### src/source/voice_cfg.svh
// ******************************
// width macros for the synth voice
// oscillator, envelope and divider
// ******************************

`ifndef VOICE_CFG_SVH
`define VOICE_CFG_SVH

// phase accumulator width
`define VOICE_PHASE_W 24

// frequency increment added every clock
`define VOICE_FREQ_W 16

// waveform and output sample width
`define VOICE_SAMPLE_W 12

// envelope level counter width
`define VOICE_LEVEL_W 8

// reload width of the envelope rate divider
`define VOICE_RATE_W 16

// nibble width of the rate registers
// also the number of upper level bits compared against sustain
`define VOICE_SUS_W 4

`endif

### src/source/env_pkg.sv
// ******************************
// envelope types
// state enum, level, rates, adsr
// ******************************

`include "voice_cfg.svh"

`default_nettype none

package env_pkg;

    // envelope level driving the dca
    typedef logic [`VOICE_LEVEL_W-1:0] level_t;

    // one 4-bit rate or sustain setting
    typedef logic [`VOICE_SUS_W-1:0] rate_index_t;

    // reload value of the rate divider
    typedef logic [`VOICE_RATE_W-1:0] rate_t;

    // the four envelope nibbles
    // attack sits in the top nibble
    typedef struct packed {
        rate_index_t attack;
        rate_index_t decay;
        rate_index_t sustain;
        rate_index_t release_rate;
    } adsr_t;

    // envelope phases
    // setup states are folded into the counting states
    typedef enum logic [2:0] {
        env_idle    = 3'd0,
        env_attack  = 3'd1,
        env_decay   = 3'd2,
        env_sustain = 3'd3,
        env_release = 3'd4
    } env_state_e;

endpackage

`default_nettype wire

### src/source/osc_pkg.sv
// ******************************
// oscillator types
// phase, frequency, sample, controls
// ******************************

`include "voice_cfg.svh"

`default_nettype none

package osc_pkg;

    // accumulator value
    typedef logic [`VOICE_PHASE_W-1:0] phase_t;

    // pitch increment per clock
    typedef logic [`VOICE_FREQ_W-1:0] freq_t;

    // one waveform sample
    typedef logic [`VOICE_SAMPLE_W-1:0] sample_t;

    // voice control bits
    // gate starts the envelope, the enables pick the waveforms
    typedef struct packed {
        logic gate;
        logic triangle_en;
        logic sawtooth_en;
        logic pulse_en;
    } wave_ctrl_t;

endpackage

`default_nettype wire

### src/source/env_rate_timer.sv
// ******************************
// envelope rate tables
// reloading step divider
// ******************************

`timescale 1ns/1ns

`default_nettype none

module env_rate_timer (
    input  logic                clk_1MHz,
    input  logic                reset,
    input  env_pkg::adsr_t      adsr,
    input  env_pkg::env_state_e env_phase,
    output logic                step
);

    import env_pkg::*;

    env_state_e  last_phase;
    rate_index_t dec_rel_index;
    rate_t       attack_reload;
    rate_t       dec_rel_reload;
    rate_t       reload;
    rate_t       count;
    logic        restart;

    // release nibble in release and the decay nibble in every other phase
    assign dec_rel_index = (env_phase == env_release) ? adsr.release_rate : adsr.decay;

    // attack reload is about the attack time in us over 254 steps
    always_comb
    begin
        case (adsr.attack)
            4'd0:    attack_reload = 16'd8;
            4'd1:    attack_reload = 16'd31;
            4'd2:    attack_reload = 16'd63;
            4'd3:    attack_reload = 16'd94;
            4'd4:    attack_reload = 16'd150;
            4'd5:    attack_reload = 16'd220;
            4'd6:    attack_reload = 16'd268;
            4'd7:    attack_reload = 16'd315;
            4'd8:    attack_reload = 16'd394;
            4'd9:    attack_reload = 16'd984;
            4'd10:   attack_reload = 16'd1968;
            4'd11:   attack_reload = 16'd3150;
            4'd12:   attack_reload = 16'd3937;
            4'd13:   attack_reload = 16'd11811;
            4'd14:   attack_reload = 16'd19685;
            default: attack_reload = 16'd31496;
        endcase
    end

    // shared decay and release table with reloads near the time in us over 1632
    always_comb
    begin
        case (dec_rel_index)
            4'd0:    dec_rel_reload = 16'd3;
            4'd1:    dec_rel_reload = 16'd15;
            4'd2:    dec_rel_reload = 16'd29;
            4'd3:    dec_rel_reload = 16'd44;
            4'd4:    dec_rel_reload = 16'd70;
            4'd5:    dec_rel_reload = 16'd103;
            4'd6:    dec_rel_reload = 16'd125;
            4'd7:    dec_rel_reload = 16'd147;
            4'd8:    dec_rel_reload = 16'd184;
            4'd9:    dec_rel_reload = 16'd459;
            4'd10:   dec_rel_reload = 16'd919;
            4'd11:   dec_rel_reload = 16'd1471;
            4'd12:   dec_rel_reload = 16'd1838;
            4'd13:   dec_rel_reload = 16'd5515;
            4'd14:   dec_rel_reload = 16'd9191;
            default: dec_rel_reload = 16'd14706;
        endcase
    end

    // idle and attack use the attack rate
    assign reload = (env_phase == env_idle || env_phase == env_attack) ?
                    attack_reload : dec_rel_reload;

    // any phase change restarts the divider
    assign restart = (env_phase != last_phase);

    // tick on the zero count but not in a restart cycle
    assign step = (count == '0) && !restart;

    // down counter with reload + 1 cycles between ticks
    always_ff @(posedge clk_1MHz)
    begin
        if (reset)
        begin
            last_phase <= env_idle;
            // starts far from zero so no tick follows reset
            count      <= '1;
        end
        else
        begin
            last_phase <= env_phase;
            if (restart || count == '0)
                count <= reload;
            else
                count <= count - 1'b1;
        end
    end

endmodule

`default_nettype wire

### src/source/env_state_machine.sv
// ******************************
// adsr phase sequencer
// level compares and count controls
// ******************************

`timescale 1ns/1ns

`include "voice_cfg.svh"

`default_nettype none

module env_state_machine (
    input  logic                 clk_1MHz,
    input  logic                 reset,
    input  logic                 gate,
    input  env_pkg::rate_index_t sustain,
    input  env_pkg::level_t      level,
    output env_pkg::env_state_e  env_phase,
    output logic                 count_en,
    output logic                 count_up,
    output logic                 level_clear
);

    import env_pkg::*;

    env_state_e next_phase;

    logic at_peak;
    logic at_zero;
    logic at_sustain;

    // all level comparisons live here
    assign at_peak    = (level == '1);
    assign at_zero    = (level == '0);
    // upper nibble of the counter against the sustain register
    assign at_sustain = (level[`VOICE_LEVEL_W-1 -: `VOICE_SUS_W] == sustain);

    always_ff @(posedge clk_1MHz)
    begin
        if (reset)
        begin
            env_phase <= env_idle;
        end
        else
        begin
            env_phase <= next_phase;
        end
    end

    // next phase from the gate and this cycle's level
    always_comb
    begin
        next_phase = env_phase;
        case (env_phase)
            env_idle:
            begin
                if (gate)
                    next_phase = env_attack;
            end
            env_attack:
            begin
                // reaching the peak wins over a gate drop
                if (at_peak)
                    next_phase = env_decay;
                else if (!gate)
                    next_phase = env_release;
            end
            env_decay:
            begin
                if (at_sustain)
                    next_phase = env_sustain;
                else if (!gate)
                    next_phase = env_release;
            end
            env_sustain:
            begin
                // a lowered sustain setting sends us back to decay
                if (!gate)
                    next_phase = env_release;
                else if (!at_sustain)
                    next_phase = env_decay;
            end
            env_release:
            begin
                // retrigger goes through idle to clear the level
                if (at_zero || gate)
                    next_phase = env_idle;
            end
            default:
            begin
                next_phase = env_idle;
            end
        endcase
    end

    // counter controls per phase
    // count_en stops at the ends so the level never wraps
    always_comb
    begin
        count_en    = 1'b0;
        count_up    = 1'b0;
        level_clear = 1'b0;
        case (env_phase)
            env_idle:
            begin
                level_clear = 1'b1;
            end
            env_attack:
            begin
                count_en = !at_peak;
                count_up = 1'b1;
            end
            env_decay, env_release:
            begin
                count_en = !at_zero;
            end
            default:
            begin
                // sustain holds
                count_en = 1'b0;
            end
        endcase
    end

endmodule

`default_nettype wire

### src/source/envelope_dca.sv
// ******************************
// level counter and output clamp
// ******************************

`timescale 1ns/1ns

`include "voice_cfg.svh"

`default_nettype none

module envelope_dca (
    input  logic             clk_1MHz,
    input  logic             reset,
    input  logic             step,
    input  logic             count_en,
    input  logic             count_up,
    input  logic             level_clear,
    input  osc_pkg::sample_t wave_sample,
    output env_pkg::level_t  level,
    output osc_pkg::sample_t voice
);

    import osc_pkg::*;
    import env_pkg::*;

    sample_t clamp;

    // level times 16 on the sample scale
    assign clamp = {level, {(`VOICE_SAMPLE_W - `VOICE_LEVEL_W){1'b0}}};

    // 8-bit up/down counter
    // clear wins, otherwise one count per enabled step
    always_ff @(posedge clk_1MHz)
    begin
        if (reset || level_clear)
            level <= '0;
        else if (step && count_en)
        begin
            if (count_up)
                level <= level + 1'b1;
            else
                level <= level - 1'b1;
        end
    end

    // output is the waveform limited to the envelope
    always_ff @(posedge clk_1MHz)
    begin
        if (reset)
            voice <= '0;
        else
            voice <= (wave_sample > clamp) ? clamp : wave_sample;
    end

endmodule

`default_nettype wire

### src/source/phase_accumulator.sv
// ******************************
// 24-bit phase accumulator
// ******************************

`timescale 1ns/1ns

`default_nettype none

module phase_accumulator (
    input  logic            clk_1MHz,
    input  logic            reset,
    input  osc_pkg::freq_t  frequency,
    output osc_pkg::phase_t phase
);

    import osc_pkg::*;

    // frequency word zero extended to the accumulator width
    phase_t increment;

    // only the lower 16 bits are programmable
    // the upper bits just carry the wrap
    assign increment = phase_t'(frequency);

    // free running accumulator
    // wraps modulo 2^24, the msb sets the pitch period
    always_ff @(posedge clk_1MHz)
    begin
        if (reset)
        begin
            phase <= '0;
        end
        else
        begin
            // plain add, no carry out kept
            phase <= phase + increment;
        end
    end

endmodule

`default_nettype wire

### src/source/sid_voice.sv
// ******************************
// one synth voice
// oscillator into envelope dca
// ******************************

`timescale 1ns/1ns

`default_nettype none

module sid_voice (
    input  logic                clk_1MHz,
    input  logic                reset,
    input  osc_pkg::freq_t      frequency,
    input  osc_pkg::sample_t    pulse_width,
    input  osc_pkg::wave_ctrl_t wave_ctrl,
    input  env_pkg::adsr_t      adsr,
    output osc_pkg::sample_t    voice,
    output env_pkg::level_t     env_level
);

    import osc_pkg::*;
    import env_pkg::*;

    phase_t     phase;
    sample_t    wave_sample;
    env_state_e env_phase;
    logic       count_en;
    logic       count_up;
    logic       level_clear;
    logic       step;

    // oscillator path
    phase_accumulator u_phase (
        .clk_1MHz  (clk_1MHz),
        .reset     (reset),
        .frequency (frequency),
        .phase     (phase)
    );

    waveform_mux u_wave (
        .clk_1MHz    (clk_1MHz),
        .reset       (reset),
        .phase       (phase),
        .pulse_width (pulse_width),
        .wave_ctrl   (wave_ctrl),
        .wave_sample (wave_sample)
    );

    // envelope path
    env_state_machine u_fsm (
        .clk_1MHz    (clk_1MHz),
        .reset       (reset),
        .gate        (wave_ctrl.gate),
        .sustain     (adsr.sustain),
        .level       (env_level),
        .env_phase   (env_phase),
        .count_en    (count_en),
        .count_up    (count_up),
        .level_clear (level_clear)
    );

    env_rate_timer u_timer (
        .clk_1MHz  (clk_1MHz),
        .reset     (reset),
        .adsr      (adsr),
        .env_phase (env_phase),
        .step      (step)
    );

    // the counter output doubles as the env_level port
    envelope_dca u_dca (
        .clk_1MHz    (clk_1MHz),
        .reset       (reset),
        .step        (step),
        .count_en    (count_en),
        .count_up    (count_up),
        .level_clear (level_clear),
        .wave_sample (wave_sample),
        .level       (env_level),
        .voice       (voice)
    );

endmodule

`default_nettype wire

### src/source/waveform_mux.sv
// ******************************
// sawtooth, triangle and pulse
// registered waveform mix
// ******************************

`timescale 1ns/1ns

`include "voice_cfg.svh"

`default_nettype none

module waveform_mux (
    input  logic                clk_1MHz,
    input  logic                reset,
    input  osc_pkg::phase_t     phase,
    input  osc_pkg::sample_t    pulse_width,
    input  osc_pkg::wave_ctrl_t wave_ctrl,
    output osc_pkg::sample_t    wave_sample
);

    import osc_pkg::*;

    sample_t sawtooth;
    sample_t tri_fold;
    sample_t triangle;
    sample_t pulse;
    sample_t mixed;

    // ramp is the top 12 accumulator bits
    assign sawtooth = phase[`VOICE_PHASE_W-1 -: `VOICE_SAMPLE_W];

    // msb inverts the next 12 bits
    // this folds the ramp into a rising and falling half
    assign tri_fold = phase[`VOICE_PHASE_W-2 -: `VOICE_SAMPLE_W]
                      ^ {`VOICE_SAMPLE_W{phase[`VOICE_PHASE_W-1]}};

    // flip the folded value so the triangle starts at full scale
    assign triangle = {`VOICE_SAMPLE_W{1'b1}} - tri_fold;

    // comparator output drives every sample bit
    assign pulse = (sawtooth >= pulse_width) ? {`VOICE_SAMPLE_W{1'b1}} : '0;

    // enabled waveforms are ANDed in then ORed together
    // nothing enabled gives silence
    always_comb
    begin
        mixed = '0;
        if (wave_ctrl.sawtooth_en)
        begin
            mixed = mixed | sawtooth;
        end
        if (wave_ctrl.triangle_en)
        begin
            mixed = mixed | triangle;
        end
        if (wave_ctrl.pulse_en)
        begin
            mixed = mixed | pulse;
        end
    end

    // one register stage after the phase
    always_ff @(posedge clk_1MHz)
    begin
        if (reset)
        begin
            wave_sample <= '0;
        end
        else
        begin
            wave_sample <= mixed;
        end
    end

endmodule

`default_nettype wire

### config.mk
export PLATFORM = sky130hd
export DESIGN_NAME = sid_voice
export DESIGN_NICKNAME = d
export VERILOG_FILES = /design/src/source/env_pkg.sv /design/src/source/osc_pkg.sv /design/src/source/env_rate_timer.sv /design/src/source/env_state_machine.sv /design/src/source/envelope_dca.sv /design/src/source/phase_accumulator.sv /design/src/source/sid_voice.sv /design/src/source/waveform_mux.sv
export VERILOG_INCLUDE_DIRS = /design/src /design/src/source
export SDC_FILE = /design/constraint.sdc
export NUM_CORES = 1
export LEC_CHECK = 0
export BUFFER_PORTS_ARGS = -buffer_cell sky130_fd_sc_hd__buf_4
export CORE_ASPECT_RATIO = 1.75
export CORE_MARGIN = 2
export CORE_UTILIZATION = 30
export DETAILED_ROUTE_END_ITERATION = 8
export GPL_ROUTABILITY_DRIVEN = 0
export GPL_TIMING_DRIVEN = 0
export HOLD_SLACK_MARGIN = 0.08
export SYNTH_ARGS = -nofsm -noshare
export SYNTH_HDL_FRONTEND = slang
export SYNTH_SLANG_ARGS = --single-unit
export TNS_END_PERCENT = 50
### constraint.sdc
create_clock -name clk_1MHz -period 2.96 [get_ports clk_1MHz]
set_input_delay 0.444 -clock clk_1MHz [delete_from_list [all_inputs] [get_ports clk_1MHz]]
set_output_delay 0.444 -clock clk_1MHz [all_outputs]
set_load 0.03 [all_outputs]
# Word level (Yosys, flattened, before mapping)
# Memory sizes are Yosys's and may differ from the RTL's.
# Cells that the tools add are included.
# W data, S select, Z words.
# word_totals
out_inout_bits	20
romBits	464
mem_bits_rw	0
latchBits	0
word_cells	65
ff_bits	78
n_memories	2
# mem_list
memory	words	width	read_ports	rd_clocked_by_memory_dff	write_ports	line	text
(no name shown)	16	15	1	0	0	env_rate_timer.sv:34	case (adsr.attack)
(no name shown)	16	14	1	0	0	env_rate_timer.sv:57	case (dec_rel_index)
# op_classes
n_shift	0
n_mux	20
n_bitwise	3
n_reduce_logical	15
mul	0
n_lt_le_gt_ge	2
eq_ne	10
n_addsub	5
div	0
# op_table
operator	n
$mux W12	5
$mux W16	2
$add A24 B16 Y24	1
$or A12 B12 Y12	2
$mux W3	7
$logic_not A16 Y1	1
$sub A16 B1 Y16 const B	1
$pmux W3 S5	1
$ge A12 B12 Y1	1
$gt A12 B12 Y1	1
$sub A12 B12 Y12 const A	1
$xor A12 B12 Y12	1
$add A8 B1 Y8 const B	1
$eq A8 B8 Y1 const B	1
$logic_not A8 Y1	1
$mux W8	1
$sub A8 B1 Y8 const B	1
$eq A3 B2 Y1 const B	2
$eq A4 B4 Y1	1
$logic_or A1 B1 Y1	4
$mux W4	1
$reduce_or A2 Y1	2
$eq A3 B1 Y1 const B	1
$eq A3 B3 Y1 const B	1
10 further kinds	14

# Logic depth before layout (Yosys ltp)
# logic_depth
ltp_word	6
mapped_depth	11
mapped_depth_nobuf	10

# By module
# From an unflattened synthesis, not the netlist that was laid out.
# hier_totals
cells_unflattened	777
area_unflattened_um2	6363.6
# by_module_without_submodules
module	seq_area_each_um2	area_per_inst_um2	cells_per_inst	instances
env_rate_timer	380.4	2014.4	265	1
phase_accumulator	480.5	1725.4	210	1
envelope_dca	400.4	1288.7	142	1
waveform_mux	240.2	1044.8	121	1
env_state_machine	60.1	290.3	39	1

# Least setup slack after synthesis
# No wires, ideal clock.
# synth_timing
kind	register -> register
from	register u_fsm.env_phase[1]
to	register u_dca.level[7]
synth_period_minus_slack_ps	2602
n_path_buf	1
slack_ps	358
required_ps	2888
path_stages_with_launch	12
arrival_time_ps	2531
path_cell_list	dfxtp_1 -> buf_2 -> nor2_1 -> nand2_1 -> ha_1 -> a21o_1 -> a211oi_1 -> nor2_1 -> o41ai_1 -> xor2_1 -> or3_1 -> a21oi_1
# synth_between
elab_chain_len	4
word_cells_on_any_way	14
cone_classes	eq/ne: 4; mux: 4; reduce/logical: 6
# synth_lines
element	line	text
start, declared	env_state_machine.sv:18	output env_pkg::env_state_e env_phase,
start signal, assigned	env_state_machine.sv:42	env_phase <= env_idle;
start signal, assigned	env_state_machine.sv:46	env_phase <= next_phase;
$eq A3 B2 Y1 (tied with other cells)	env_state_machine.sv:103	case (env_phase)
$reduce_or A2 Y1 or $logic_not A1 Y1 (tied branches)	env_state_machine.sv:103, env_rate_timer.sv:85	
$pmux W1 S2 or $logic_and A1 B1 Y1 (tied branches)	env_state_machine.sv:103, env_rate_timer.sv:85	
$logic_and A1 B1 Y1	envelope_dca.sv:37	else if (step && count_en)
end signal, assigned	envelope_dca.sv:40	level <= level + 1'b1;
end signal, assigned	envelope_dca.sv:42	level <= level - 1'b1;
end, declared	envelope_dca.sv:19	output env_pkg::level_t level,
# Parallel ways exist; a longest one is shown, timed or not.
# A chain may end at the register's enable or synchronous reset.

# Worst setup path in the final report
# layout_timing
from	register u_fsm.env_phase[2]
to	register u_timer.count[4]
# layout_between
elab_chain_len	5
word_cells_on_any_way	10
cone_classes	eq/ne: 3; mux: 3; reduce/logical: 3; memory: 1
# layout_lines
element	line	text
$eq A3 B3 Y1	env_rate_timer.sv:29	assign dec_rel_index = (env_phase == env_release) ? adsr.release_rate : adsr.decay;
$mux W4	env_rate_timer.sv:29	
$mem_v2 Z16 W14	n/a	
$mux W16	env_rate_timer.sv:78	assign reload = (env_phase == env_idle || env_phase == env_attack) ?
$mux W16 (*)	env_rate_timer.sv:99	if (restart || count == '0)
end signal, assigned	env_rate_timer.sv:100	count <= reload;
end signal, assigned	env_rate_timer.sv:102	count <= count - 1'b1;
end, declared	env_rate_timer.sv:25	rate_t count;
# Mark *: on every way between the ends. The rest lies on a longest branch, timed or not.

==> flow_summary.yaml <==
outcome:
  status: "complete, no violations"
finish:
  num_antenna_cells: 0
  areaGrowthSynthToFinish_pct: 21.8
  final_non_filler_cell_total: 981
  drive_gt1_share_pct: 14.6
  final_nets: 850
drt:
  detailedRoute.firstPassIterationCount: 4
  route.detailed.wl_per_inst_um: 14.6
  detail_route.wirelength_um: 14300
  route.detailed.vias_per_inst: 5.02
  route.antenna.remaining_nets: 0
  vias: 4923
  drtIter0Drc: 154
  detail_route.drc_violations: 0
timing:
  layout_worst_path_cycle_share_pct: 94.6
  maxSlewViolCount: 0
  final_period_minus_worst_setup_slack_ns: 2.80
  rsz0062_at_grt: "false"
  clock_skew_ns: 0.00605
  worst_pin_slew_ns: 0.636
  max_slew_margin_pct: 57.3
  post-route-worst-setup-slack_ns: 0.159
  clock.fmax_mhz: 357
  finalSetupViolCount: 0
  timing.final.hold_violations: 0
critical_path:
  arrival_worst_endpoint_ns: 2.98
  path_class: "register to register"
  end_kind: "register"
  required_ns: 3.14
  crit_path_max_fanout: 10
  startpoint_type: "register"
yosys:
  synth_most_common_cell: "dfxtp_1"
  ys_types: 61
  ys_dominant_reg_cell: "dfxtp_1"
  synth-warning-count: 0
  post_synth_most_frequent_cells: "78 x dfxtp_1, 56 x ha_1, 56 x nor2_1"
  synth_area_leaders: "dfxtp_1 29%, ha_1 13%, xnor2_1 6.8%"
  synth-seq-cells: 78
  syn_avg_cell_area_um2: 8.20
  netlist_instances: 662
  synth_seq_area_share_pct: 28.8
  post_synth_instance_area_um2: 5430
  postSynthNetCount: 770
  ys_async_sr_fraction_pct: 0
  post_synth_top_area_share_pct: 28.8
  synth-edff-count: 0
  synth_largest_area_cell: "dfxtp_1"
die:
  die-area_um2: 19200
  io_pins: 70
  core_area_um2: 17900
  core.rowCount: 65
  initial_utilization_pct: 30.3
  die_height_um: 182
  die-width_um: 106
placed_design:
  placement.setup.worst_slack_ns: -0.375
  dp.final_hpwl_um: 11100
  numPlacedInstances: 964
  port-buffer-count: 68
global_routing:
  antenna_violations_before_repair: 0
  wire_length_of_the_first_global_routing_pass_um: 23400
  grt.overflow.total: 0
  maximum_number_of_pins_on_one_net_before_global_route_repair: 14
  grtUsageTotal_pct: 15.1
  first_global_vias: 4869
cts:
  cts_hold_buffers: 0
  cts_buffers: 9
  cts.sink_count: 78
  tritoncts: "done"
  clk_latency_ns: 0.33
  cts_max_path_buffers: 2
  cts.root.buffer_cell: "clkbuf_16"
  clock_tree.htree_level_count: 3
  clk_pin_slew_ns: 0.06
pwr:
  p_total_mw: 3.93
  pleak_nw: 2.82
  vdd_ir_drop_max_uv: 377
  power_per_cell_area_nw_per_um2: 594
run:
  maxCapViolations: 0
hold_path:
  min-delay-path-class: "input port to register"
==> kinds of logic (layout without fill, tap and decap cells) <==
| family | count (synthesis) | count (layout) | share of synthesized area (%) |
|---|---|---|---|
| compound gates | 181 | 181 | 20.6 |
| xor+xnor | 56 | 56 | 9.04 |
| fa+ha+maj | 58 | 58 | 13.6 |
| buf+inv | 66 | 151 | 4.96 |
| flops | 78 | 78 | 28.8 |
| mux | 23 | 23 | 4.40 |
| simple gates | 200 | 200 | 18.6 |
==> power by group <==
part,switching (mW),internal (mW)
sequential,0.129,1.21
clock,0.434,0.845
combinational,0.703,0.606
==> per-stage QoR <==
step                      TNS, ns  hold slack [ns]  cell area, um^2  utilization [%]
after floorplan                 0            0.435             5430                -
after global placement     -0.419            0.465             6230             34.8
after detailed placement   -0.393            0.468             6230             34.8
after CTS                       0            0.292             6600             36.9
after global routing            0            0.304             6610             36.9
final                           0            0.306             6610             36.9
==> final timing paths <==
path                    startpoint                 end  slack [ns]  cells after the start
max             u_fsm.env_phase[2]    u_timer.count[4]        0.16                      9
min                   wave_ctrl[3]  u_fsm.env_phase[2]        0.31                      2
max reg2reg     u_fsm.env_phase[2]    u_timer.count[4]        0.16                      9
min reg2reg  u_wave.wave_sample[0]      u_dca.voice[0]        0.47                      1
==> worst max-delay path, stage by stage (launching register included) <==
cell	delay [ns]
dfxtp_1	0.30
buf_4	0.16
nor3b_4	0.35
mux2i_4	0.41
inv_1	0.20
ha_1	0.26
nor3_1	0.19
a221oi_1	0.07
a2111oi_0	0.60
a31oi_1	0.10
==> sequential cells by signal, indices dropped and copies added, names as in the netlist <==
name and cells:
u_phase.phase 24, u_dca.level 8, u_timer.last_phase 3, u_timer.count 16, u_fsm.env_phase 3, u_wave.wave_sample 12
u_dca.voice 12
==> cells in the final DEF (no fill, tap or decap), types with 16 or more instances in the layout <==
cell type and count:
dfxtp_1 78, a21o_1 18, nor2_1 55, o21ai_0 36, mux2i_1 16, xnor2_1 42, clkbuf_1 27, a21oi_1 55
buf_4 70, nand2_1 53, inv_1 32, ha_1 56
==> timing repair <==
| action | in CTS | in global routing |
|---|---|---|
| buffers inserted | 1 | 0 |
| resized for setup | 3 | 3 |
| setup endpoints to repair | 2 | 4 |
==> routing by layer <==
metal | routed length [um] | share of wire (%) | track usage [%]
met4 | 467 | 3.3 | 7.11
met3 | 442 | 3.1 | 2.30
met1 | 5680 | 40 | 16.0
met2 | 7710 | 54 | 28.7
met5 | 0 | 0 | 0
==> layout make-up <==
class,count,area (um^2)
Clock buffer,10,239
Inverter,33,124
Tap cell,234,293
Multi-Input combinational cell,518,3620
Buffer,33,145
Sequential cell,78,1560
Timing Repair Buffer,69,518
Fill cell,1921,11300
Clock inverter,6,109
Note: power is estimated with default switching activity, not from simulation.
